[src/common/scsi_sm_pkg.sv]
// scsi state machine tables
package scsi_sm_pkg;

  localparam int num_terms = 28;            // product terms in the and plane

  typedef logic [num_terms-1:0] term_vec_t; // active low, bit i is E_[i]

  typedef enum logic [4:0] {
    st_idle       = 5'd0,
    st_cpu_rd     = 5'd1,
    st_cpu_wr     = 5'd2,
    st_dma_in     = 5'd3,
    st_dma_in_wr  = 5'd4,
    st_dma_out    = 5'd5,
    st_dma_out_rd = 5'd6,
    st_done       = 5'd7
  } sm_state_t;

  typedef enum logic [3:0] {
    c_cpu_rd,      // cpu read request
    c_cpu_wr,      // cpu write request
    c_dreq_in,     // dma request, scsi to fifo, no cpu request
    c_dreq_out,    // dma request, fifo to scsi, no cpu request
    c_not_last,
    c_last,        // byte pointer on lane 3
    c_not_full,    // dreq still high and room left
    c_not_empty,   // dreq still high and data left
    c_always
  } cond_t;

  // spare terms sit on a code the state register never holds
  localparam sm_state_t st_spare = sm_state_t'(5'h1f);

  localparam sm_state_t term_state [num_terms] = '{
    0: st_idle,        1: st_idle,       17: st_idle,       18: st_idle,
    3: st_dma_out_rd, 11: st_dma_out_rd,  4: st_dma_in_wr,  10: st_dma_in_wr,
    5: st_done,        7: st_dma_in,      9: st_dma_out,
    22: st_cpu_wr,    25: st_cpu_rd,
    default: st_spare
  };

  localparam cond_t term_cond [num_terms] = '{
    0: c_dreq_in,      1: c_dreq_out,    17: c_cpu_rd,      18: c_cpu_wr,
    3: c_last,        11: c_not_last,     4: c_last,        10: c_not_last,
    7: c_not_full,     9: c_not_empty,
    default: c_always
  };

  // or plane groups
  localparam term_vec_t mask_dack      = 28'h0000c18; // 3 4 10 11
  localparam term_vec_t mask_incbo     = 28'h0000c18; // 3 4 10 11
  localparam term_vec_t mask_incni     = 28'h0000010; // 4
  localparam term_vec_t mask_incno     = 28'h0000008; // 3
  localparam term_vec_t mask_re        = 28'h0020410; // 4 10 17
  localparam term_vec_t mask_we        = 28'h0040808; // 3 11 18
  localparam term_vec_t mask_scsi_cs   = 28'h0060000; // 17 18
  localparam term_vec_t mask_set_dsack = 28'h2400000; // 22 25
  localparam term_vec_t mask_s2f       = 28'h0000410; // 4 10
  localparam term_vec_t mask_f2s       = 28'h0000808; // 3 11
  localparam term_vec_t mask_s2cpu     = 28'h2000000; // 25
  localparam term_vec_t mask_cpu2s     = 28'h0400000; // 22

  // next state, one mask per bit, bit 0 first
  localparam term_vec_t mask_ns [5] = '{
    28'h0020c1b,   // 0 1 3 4 10 11 17
    28'h0040619,   // 0 3 4 9 10 18
    28'h0000a9a,   // 1 3 4 7 9 11
    28'h0000000,
    28'h0000000
  };

endpackage

[src/common/fifo_pkg.sv]
// byte packing fifo types
package fifo_pkg;

  localparam int fifo_depth = 8;      // 32 bit words
  localparam int ptr_bits   = $clog2(fifo_depth);

  typedef logic [31:0]         fifo_word_t;
  typedef logic [7:0]          fifo_byte_t;
  typedef logic [ptr_bits-1:0] fifo_ptr_t;  // word index, wrap bit kept apart
  typedef logic [1:0]          byte_ptr_t;  // lane in word

endpackage

[src/scsi_sm/scsi_sm_inputs.sv]
// scsi sm and plane
module scsi_sm_inputs (
  input  scsi_sm_pkg::sm_state_t state,
  input  logic                   cpureq,
  input  logic                   cpu_rd,
  input  logic                   dreq,
  input  logic                   dma_dir,    // 1 = scsi to fifo
  input  logic                   bo_last,
  input  logic                   fifo_full,
  input  logic                   fifo_empty,
  output scsi_sm_pkg::term_vec_t e_n
);

  import scsi_sm_pkg::*;

  logic [c_always:0] cond_hit;   // one bit per condition code

  // each condition evaluated once, terms just pick one
  always_comb begin
    cond_hit              = '0;
    cond_hit[c_cpu_rd]    = cpureq & cpu_rd;
    cond_hit[c_cpu_wr]    = cpureq & ~cpu_rd;
    cond_hit[c_dreq_in]   = ~cpureq & dreq & dma_dir;   // cpu wins over dma
    cond_hit[c_dreq_out]  = ~cpureq & dreq & ~dma_dir;
    cond_hit[c_not_last]  = ~bo_last;
    cond_hit[c_last]      = bo_last;
    cond_hit[c_not_full]  = dreq & ~fifo_full;          // stall while full
    cond_hit[c_not_empty] = dreq & ~fifo_empty;         // stall while empty
    cond_hit[c_always]    = 1'b1;
  end

  // term low when state matches and its condition holds
  always_comb begin
    for (int i = 0; i < num_terms; i++) begin
      e_n[i] = ~((state == term_state[i]) && cond_hit[term_cond[i]]);
    end
  end

endmodule

[src/scsi_sm/scsi_sm_outputs.sv]
// scsi sm or plane
module scsi_sm_outputs (
  input  scsi_sm_pkg::term_vec_t e_n,
  output logic                   dack,
  output logic                   incbo,
  output logic                   incni,
  output logic                   incno,
  output logic                   re,
  output logic                   we,
  output logic                   scsi_cs,
  output logic                   set_dsack,
  output logic                   s2f,
  output logic                   f2s,
  output logic                   s2cpu,
  output logic                   cpu2s,
  output scsi_sm_pkg::sm_state_t next_state
);

  import scsi_sm_pkg::*;

  term_vec_t  e_act;     // active high copy of the terms
  logic [4:0] ns_bits;

  assign e_act = ~e_n;

  // strobes, any term of the group
  assign dack      = |(e_act & mask_dack);
  assign incbo     = |(e_act & mask_incbo);
  assign incni     = |(e_act & mask_incni);   // word done on scsi side
  assign incno     = |(e_act & mask_incno);
  assign re        = |(e_act & mask_re);
  assign we        = |(e_act & mask_we);
  assign scsi_cs   = |(e_act & mask_scsi_cs);
  assign set_dsack = |(e_act & mask_set_dsack);
  assign s2f       = |(e_act & mask_s2f);
  assign f2s       = |(e_act & mask_f2s);
  assign s2cpu     = |(e_act & mask_s2cpu);
  assign cpu2s     = |(e_act & mask_cpu2s);

  // next state bits, no term active gives idle
  always_comb begin
    for (int b = 0; b < 5; b++) begin
      ns_bits[b] = |(e_act & mask_ns[b]);
    end
  end

  assign next_state = sm_state_t'(ns_bits);

endmodule

[src/scsi_sm/scsi_sm.sv]
// scsi state machine
module scsi_sm (
  input  logic clk,
  input  logic arst_n,
  input  logic cpureq,
  input  logic cpu_rd,
  input  logic dreq,
  input  logic dma_dir,
  input  logic bo_last,
  input  logic fifo_full,
  input  logic fifo_empty,
  output logic dack,
  output logic incbo,
  output logic incni,
  output logic incno,
  output logic re,
  output logic we,
  output logic scsi_cs,
  output logic set_dsack,
  output logic s2f,
  output logic f2s,
  output logic s2cpu,
  output logic cpu2s
);

  import scsi_sm_pkg::*;

  sm_state_t state;
  sm_state_t next_state;
  term_vec_t e_n;

  scsi_sm_inputs u_inputs (
    .state      (state),
    .cpureq     (cpureq),
    .cpu_rd     (cpu_rd),
    .dreq       (dreq),
    .dma_dir    (dma_dir),
    .bo_last    (bo_last),
    .fifo_full  (fifo_full),
    .fifo_empty (fifo_empty),
    .e_n        (e_n)
  );

  scsi_sm_outputs u_outputs (
    .e_n        (e_n),
    .dack       (dack),
    .incbo      (incbo),
    .incni      (incni),
    .incno      (incno),
    .re         (re),
    .we         (we),
    .scsi_cs    (scsi_cs),
    .set_dsack  (set_dsack),
    .s2f        (s2f),
    .f2s        (f2s),
    .s2cpu      (s2cpu),
    .cpu2s      (cpu2s),
    .next_state (next_state)
  );

  always_ff @(posedge clk or negedge arst_n) begin
    if (!arst_n) state <= st_idle;
    else         state <= next_state;   // loads every edge
  end

  // table must keep terms exclusive across both planes
  a_one_term: assert property (@(posedge clk) disable iff (!arst_n) $onehot0(~e_n));
  // never land on the spare code or on an unknown one
  a_ns_valid: assert property (@(posedge clk) disable iff (!arst_n)
    !$isunknown(next_state) && (next_state inside {[st_idle:st_done]}));
  a_dir_excl: assert property (@(posedge clk) disable iff (!arst_n) !(s2f && f2s));

endmodule

[src/verilog/fifo_ctrl.sv]
// byte packing fifo
module fifo_ctrl (
  input  logic                clk,
  input  logic                arst_n,
  input  logic                s2f,        // write byte into lane bo
  input  logic                f2s,        // read byte from lane bo
  input  logic                incbo,
  input  logic                incni,
  input  logic                incno,
  input  fifo_pkg::fifo_byte_t scsi_din,
  output fifo_pkg::fifo_byte_t scsi_dout,
  output fifo_pkg::fifo_word_t fifo_rdata,
  output logic                bo_last,
  output logic                fifo_full,
  output logic                fifo_empty
);

  import fifo_pkg::*;

  fifo_word_t mem [fifo_depth];
  byte_ptr_t  bo;           // shared byte lane pointer
  fifo_ptr_t  in_ptr;
  fifo_ptr_t  out_ptr;
  logic       in_wrap;
  logic       out_wrap;

  // byte lane write, no reset on storage
  always_ff @(posedge clk) begin
    if (s2f) mem[in_ptr][bo*8 +: 8] <= scsi_din;
  end

  always_ff @(posedge clk or negedge arst_n) begin
    if (!arst_n) begin
      bo <= '0;
    end else if (incbo) begin
      bo <= bo + 2'd1;      // wraps 3 to 0
    end
  end

  always_ff @(posedge clk or negedge arst_n) begin
    if (!arst_n) begin
      in_ptr  <= '0;
      in_wrap <= 1'b0;
    end else if (incni) begin
      {in_wrap, in_ptr} <= {in_wrap, in_ptr} + 1'b1;
    end
  end

  always_ff @(posedge clk or negedge arst_n) begin
    if (!arst_n) begin
      out_ptr  <= '0;
      out_wrap <= 1'b0;
    end else if (incno) begin
      {out_wrap, out_ptr} <= {out_wrap, out_ptr} + 1'b1;
    end
  end

  assign bo_last    = (bo == 2'd3);
  assign fifo_rdata = mem[out_ptr];
  assign scsi_dout  = f2s ? fifo_rdata[bo*8 +: 8] : '0;  // quiet when idle

  // same index, wrap bit tells full from empty
  assign fifo_full  = (in_ptr == out_ptr) && (in_wrap != out_wrap);
  assign fifo_empty = (in_ptr == out_ptr) && (in_wrap == out_wrap);

  // decoder stalls on the flags, so pointers never overrun
  a_no_ovf: assert property (@(posedge clk) disable iff (!arst_n) !(incni && fifo_full));
  a_no_unf: assert property (@(posedge clk) disable iff (!arst_n) !(incno && fifo_empty));

endmodule

[src/verilog/scsi_dma_top.sv]
// scsi dma top
module scsi_dma_top (
  input  logic                 clk,
  input  logic                 arst_n,
  input  logic                 cpureq,
  input  logic                 cpu_rd,
  input  logic                 dreq,
  input  logic                 dma_dir,
  input  fifo_pkg::fifo_byte_t scsi_din,
  output logic                 dack,
  output logic                 re,
  output logic                 we,
  output logic                 scsi_cs,
  output logic                 set_dsack,
  output logic                 s2cpu,
  output logic                 cpu2s,
  output fifo_pkg::fifo_byte_t scsi_dout,
  output fifo_pkg::fifo_word_t fifo_rdata,
  output logic                 fifo_empty
);

  // sm to fifo strobes
  logic incbo, incni, incno;
  logic s2f, f2s;
  // fifo flags back to the decoder
  logic bo_last, fifo_full;

  scsi_sm u_scsi_sm (
    .clk        (clk),
    .arst_n     (arst_n),
    .cpureq     (cpureq),
    .cpu_rd     (cpu_rd),
    .dreq       (dreq),
    .dma_dir    (dma_dir),
    .bo_last    (bo_last),
    .fifo_full  (fifo_full),
    .fifo_empty (fifo_empty),
    .dack       (dack),
    .incbo      (incbo),
    .incni      (incni),
    .incno      (incno),
    .re         (re),
    .we         (we),
    .scsi_cs    (scsi_cs),
    .set_dsack  (set_dsack),
    .s2f        (s2f),
    .f2s        (f2s),
    .s2cpu      (s2cpu),
    .cpu2s      (cpu2s)
  );

  fifo_ctrl u_fifo_ctrl (
    .clk        (clk),
    .arst_n     (arst_n),
    .s2f        (s2f),
    .f2s        (f2s),
    .incbo      (incbo),
    .incni      (incni),
    .incno      (incno),
    .scsi_din   (scsi_din),
    .scsi_dout  (scsi_dout),
    .fifo_rdata (fifo_rdata),
    .bo_last    (bo_last),
    .fifo_full  (fifo_full),
    .fifo_empty (fifo_empty)
  );

endmodule

[config.mk]
export PLATFORM = sky130hd
export DESIGN_NAME = scsi_dma_top
export DESIGN_NICKNAME = d
export VERILOG_FILES = /design/src/common/scsi_sm_pkg.sv /design/src/common/fifo_pkg.sv /design/src/scsi_sm/scsi_sm_inputs.sv /design/src/scsi_sm/scsi_sm_outputs.sv /design/src/scsi_sm/scsi_sm.sv /design/src/verilog/fifo_ctrl.sv /design/src/verilog/scsi_dma_top.sv
export SDC_FILE = /design/constraint.sdc
export NUM_CORES = 1
export LEC_CHECK = 0
export ABC_AREA = 0
export BUFFER_PORTS_ARGS = -buffer_cell sky130_fd_sc_hd__buf_2
export CORE_MARGIN = 5
export CORE_UTILIZATION = 35
export DETAILED_ROUTE_END_ITERATION = 7
export GPL_ROUTABILITY_DRIVEN = 0
export SKIP_LAST_GASP = 1
export SLEW_MARGIN = 10
export SYNTH_ARGS = -nofsm -noshare
export SYNTH_HDL_FRONTEND = slang
export SYNTH_SLANG_ARGS = --single-unit
[constraint.sdc]
create_clock -name clk -period 2 [get_ports clk]
set_input_delay 0.2 -clock clk [delete_from_list [all_inputs] [get_ports clk]]
set_output_delay 0.2 -clock clk [all_outputs]
set_load 0.02 [all_outputs]
### Word level (Yosys, flattened, before mapping)

Memories as Yosys holds them, arrays and structs flattened.
Index checks and enable logic that the tools add are counted.

* output and inout bits: 48
* memories: 1
* input port bits: 14
* logic and storage cells: 78
* flip-flop bits (word level): 13
* RAM bits: 256

Memory list
* u_fifo_ctrl.mem: words 8, bits a word 32, rd ports 1, clocked after Yosys merged registers in 0, write ports 1, line fifo_ctrl.sv:20 `fifo_word_t mem [fifo_depth];`

* muxes and demuxes: 3
* reductions and logical operators: 23
* shifts and indexed selects: 3
* bitwise operators: 27
* equality and inequality tests: 11
* add/sub/neg operators: 4

Operators with widths (number)
* $neg A5 Y34: 1
* $shift A8 B34 Y32 const A: 1
* $shiftx A8 B34 Y32: 1
* $mux W32: 1
* $shiftx A32 B6 Y8: 1
* $not A26 Y26: 1
* $not A1 Y1: 19
* $eq A3 B3 Y1 const B: 4
* $logic_and A1 B1 Y1: 12
* $reduce_or A6 Y1: 2
* $add A4 B1 Y4 const B: 2
* $mux W8: 1
* $reduce_or A2 Y1: 4
* $and A1 B1 Y1: 7
* $reduce_or A7 Y1: 1
* $eq A3 B2 Y1 const B: 2
* $reduce_or A3 Y1: 2
* $logic_not A5 Y1: 1
* $reduce_or A4 Y1: 1
* $eq A3 B1 Y1 const B: 1
* $eq A3 B3 Y1: 1
* $add A2 B1 Y2 const B: 1
* $eq A2 B2 Y1 const B: 1
* $eq A1 B1 Y1: 1
* 2 further kinds: 2

### Longest topological paths before layout

* depth in word-level cells: 10
* mapped depth: 9
* mapped depth without buffers: 4

### Cells and area by module

Synthesis repeated with hierarchy kept, for this count alone.

* cell total of the unflattened synthesis: 691
* area total of the unflattened synthesis: 11589.9 sq um

By module, submodules not included
* fifo_ctrl: cells each 629, times used 1, seq. area each 7937.6 sq um, area each 11088.1 sq um
* scsi_sm_inputs: cells each 36, times used 1, seq. area each 0.0 sq um, area each 266.5 sq um
* scsi_sm: cells each 5, times used 1, seq. area each 125.1 sq um, area each 125.1 sq um
* scsi_sm_outputs: cells each 21, times used 1, seq. area each 0.0 sq um, area each 110.1 sq um

### Least setup slack after synthesis

Ideal clock, no wire load.

* kind: register -> output
* from: register u_fifo_ctrl.out_ptr[0]
* to: output scsi_dout[4]
* path slack: -0.256 ns
* stages on the path, launching flop included: 8
* data required time: 1.800 ns
* arrival time: 2.056 ns
* buffers on the path: 3
* cells stage by stage: dfrtp_1 buf_6 buf_6 buf_6 mux2i_1 a22o_1 or4b_1 a41oi_1

* longest elaborated chain between the ends: 3

Ends and longest elaborated chain
* start, declared: line fifo_ctrl.sv:23 `fifo_ptr_t out_ptr;`
* start signal, assigned: line fifo_ctrl.sv:54 `{out_wrap, out_ptr} <= {out_wrap, out_ptr} + 1'b1;`
* $mem_v2 Z8 W32
* $shiftx A32 B6 Y8: line fifo_ctrl.sv:60 `assign scsi_dout = f2s ? fifo_rdata[bo*8 +: 8] : '0;`
* $mux W8: line fifo_ctrl.sv:60
* end, declared: line scsi_dma_top.sv:17 `output fifo_pkg::fifo_byte_t scsi_dout,`

Every way passes these cells.

### Worst setup path in the final report

* from: register u_fifo_ctrl.out_ptr[0]
* to: output scsi_dout[0]

The elaborated chain is that of the path after synthesis.

==> results.py <==
metrics = {
    "global_route": {
        "antenna_found_initial": 2,
        "grt_util_all_layers": 0.170,
        "grt_start_max_net_pins": 18,
        "grt_pass1_vias": 6863,
        "grt_pass1_wl_um": 45700,
        "overflow": 0,
    },
    "yosys": {
        "postSynthCellCount": 672,
        "ys_ff_latch": 269,
        "syn-cell-area_um2": 11300,
        "yosys_most_used_dff": "edfxtp_1",
        "avgSynthCellArea_um2": 16.8,
        "synth-edff-count": 256,
        "yosysUniqueCellTypes": 43,
        "syn_nets": 693,
        "synth.yosys.seq_area_share": 0.708,
        "yosys_warnings": 0,
        "synth-async-reset-ratio": 0.0483,
    },
    "clocking": {
        "cts_sinks": 269,
        "cts_made_buffers": 29,
        "clock_path_buffers": 3,
        "clk_pin_slew_ns": 0.06,
        "clock_latency_ns": 0.55,
        "cts_tree": "done",
        "ctsRootBufferMaster": "clkbuf_16",
        "htree_num_levels": 1,
    },
    "min_path": {
        "hold_path_startpoint": "cpureq",
        "hp-class": "input port to register",
        "min_to": "u_scsi_sm.state[1]$_DFF_PN0_",
        "min_path_cells": 4,
    },
    "critical_path": {
        "critical_path_arrival_ns": 2.70,
        "cp-start-kind": "register",
        "cp_max_fo": 10,
        "worstPathRequired_ns": 1.80,
        "cp-end-kind": "output pin",
        "rr_worst_depth": 7,
        "rr_startpoint": "u_scsi_sm.state[0]$_DFF_PN0_",
        "reg2reg_to": "u_fifo_ctrl.mem[7][26]$_DFFE_PP_",
        "r2r_slack_ns": 0.04,
        "worstSetupPathType": "register to output pin",
    },
    "power_and_ir_drop": {
        "power_density_nw_per_um2": 1130,
        "max-vdd-ir-drop_v": 0.000590,
        "leakage_nw": 5.27,
    },
    "finish": {
        "regArea_um2": 8020,
        "final_nets": 912,
        "synthToLayoutAreaGrowth_pct": 32.1,
        "diodes": 0,
        "fillCellCount": 2698,
        "layout_common_cells": "256 x edfxtp_1, 126 x buf_4, 81 x mux2i_1",
        "multi_input_area_um2": 3410,
        "fin_area_um2": 14900,
        "layout-drive-gt1-share": 0.390,
        "final_common_cell": "edfxtp_1",
    },
    "floorplanning": {
        "start_util": 0.357,
        "dieArea_um2": 36000,
        "coreArea_um2": 31700,
        "die_x_um": 190,
        "rows": 65,
        "ios": 62,
        "die-height_um": 190,
    },
    "routing": {
        "wire_per_inst_um": 23.6,
        "drt_wl_total_um": 31000,
        "drc": 0,
        "vias_per_cell": 5.24,
        "dr.first_iter.drc_count": 649,
        "antenna_left": 0,
        "drt_pass1_iterations": 5,
        "vias": 6883,
    },
    "place": {
        "port_buffers": 61,
        "dp.final_hpwl_um": 20500,
        "place_area_um2": 13200,
        "dpl_worst_slack_ns": -0.461,
    },
    "sta": {
        "setup_viol": 43,
        "hold_viol_final": 0,
        "period_share": 1.45,
        "max_slew_margin": 0.567,
        "tightestPinTransition_ns": 0.647,
        "finalWorstPathRequiredPeriod_ns": 2.90,
        "fmax_mhz": 345,
        "fin_skew_ns": 0.0253,
        "finalMaxSlewViolations": 0,
        "worst_slack_ns": -0.902,
        "rsz0062_at_grt": "yes",
    },
    "status": {
        "status": "finished, violations left",
        "violations": "negative setup slack",
    },
    "job": {
        "maxCapViolCount": 0,
    },
}
==> layer usage <==
metal	vias up	part of all wire	GRT usage
li1	3089	-	-
met1	3521	0.44	0.246
met2	227	0.49	0.279
met3	46	0.048	0.0180
met4	0	0.023	0.0431
met5	-	0	0
==> sequential cells by signal, summed over array words and instances, names as in the netlist <==
signal	flops
u_fifo_ctrl.in_ptr	3
u_fifo_ctrl.in_wrap	1
u_fifo_ctrl.bo	2
u_scsi_sm.state	3
u_fifo_ctrl.out_ptr	3
u_fifo_ctrl.out_wrap	1
u_fifo_ctrl.mem	256
==> metrics by stage <==
step           hold slack [ns]  utilization  total power [mW]  instances  setup TNS, ns
2_1_floorplan          -0.0956            -              9.46        672          -8.17
3_3_place_gp             0.120        0.415              11.1       1225         -16.43
3_5_place_dp             0.125        0.415              11.1       1225         -22.10
4_1_cts                 0.0630        0.462              16.7       1301         -22.08
5_1_grt                  0.106        0.471              17.6       1313         -28.69
6_report                0.0994        0.471              16.9       1313         -21.29
==> worst max-delay path: stages (launching register included) <==
cell	delay (ns)
dfrtp_4	0.53
buf_4	0.16
buf_12	0.14
buf_4	0.13
mux2i_1	0.11
a22o_1	0.24
or4b_4	0.53
a41oi_4	0.17
buf_6	0.14
==> cell usage after synthesis (2+ instances only) <==
| cell | number | share of area |
|---|---|---|
| xor2_1 | 2 | 0.0015 |
| and3_1 | 8 | 0.0044 |
| dfrtp_1 | 13 | 0.029 |
| a41oi_1 | 6 | 0.0046 |
| mux2_2 | 13 | 0.013 |
| edfxtp_1 | 256 | 0.68 |
| a32o_1 | 2 | 0.0018 |
| nor3b_1 | 4 | 0.0027 |
| nand4b_1 | 8 | 0.0062 |
| or4b_1 | 6 | 0.0053 |
| nand3b_1 | 3 | 0.0020 |
| a311o_1 | 2 | 0.0018 |
| nor2b_1 | 19 | 0.011 |
| nand2_1 | 24 | 0.0080 |
| mux4_2 | 24 | 0.048 |
| and2_1 | 35 | 0.019 |
| o21ai_0 | 4 | 0.0018 |
| mux2i_1 | 81 | 0.072 |
| buf_1 | 5 | 0.0017 |
| nand4_1 | 10 | 0.0055 |
| nand3_1 | 6 | 0.0027 |
| or3b_2 | 3 | 0.0023 |
| buf_2 | 7 | 0.0031 |
| buf_4 | 6 | 0.0040 |
| nor3_1 | 2 | 0.00088 |
| xnor2_1 | 9 | 0.0070 |
| ha_1 | 7 | 0.0077 |
| buf_6 | 5 | 0.0050 |
| inv_1 | 7 | 0.0023 |
| a22o_1 | 13 | 0.010 |
| clkbuf_1 | 11 | 0.0037 |
| nand2b_1 | 2 | 0.0011 |
| a22oi_1 | 20 | 0.013 |
| nor2_1 | 40 | 0.013 |
==> layout make-up <==
class                      instances  area share
clock inverter                    14     0.00854
clock buffer                      37      0.0506
multi-input combinational        362       0.228
sequential                       269       0.537
timing repair buffer             222       0.140
inverter                           7     0.00176
tap                              402      0.0337
==> kinds of logic (layout without fill, tap and decap cells) <==
logic type               count (synthesis)  after routing  share of synthesized area
XOR/XNOR                                11             11                    0.00852
flip-flops                             269            269                      0.708
adder cells (fa/ha/maj)                  7              7                    0.00774
multiplexers                           118            118                      0.132
AO/OA/AOI/OAI                           53             53                     0.0373
buffers and inverters                   41            280                     0.0197
AND/OR/NAND/NOR                        173            173                     0.0861
==> power breakdown <==
part	switching, mW	leakage [nW]	internal [mW]
clock	2.09	0.428	2.92
combinational	2.76	2.31	2.35
sequential	0.103	2.53	6.69
total	4.95	5.27	12.0
==> what timing repair did <==
action | 4_1_cts | 5_1_grt
gates resized for setup | 99 | 48
hold buffers | 5 | 0
setup buffers | 19 | 12
endpoints found under the hold margin | 16 | 0
gates cloned | 2 | 1
pin swaps | 21 | 16
setup endpoints to repair | 107 | 44
==> worst max-delay path by stage <==
stage / startpoint / endpoint / slack [ns] / cells after the start
5_1_grt: u_fifo_ctrl.out_ptr[0]$_DFFE_PN0P_ / scsi_dout[5] / -0.98 / 6
2_1_floorplan: u_fifo_ctrl.out_ptr[0]$_DFFE_PN0P_ / scsi_dout[1] / -0.18 / 6
3_3_place_gp: u_fifo_ctrl.out_ptr[1]$_DFFE_PN0P_ / scsi_dout[3] / -0.43 / 6
4_1_cts: u_fifo_ctrl.out_ptr[0]$_DFFE_PN0P_ / scsi_dout[1] / -0.92 / 6
3_5_place_dp: u_fifo_ctrl.out_ptr[1]$_DFFE_PN0P_ / scsi_dout[2] / -0.46 / 6
6_report: u_fifo_ctrl.out_ptr[0]$_DFFE_PN0P_ / scsi_dout[0] / -0.90 / 8
No activity file was read; power rests on OpenSTA's default activity.
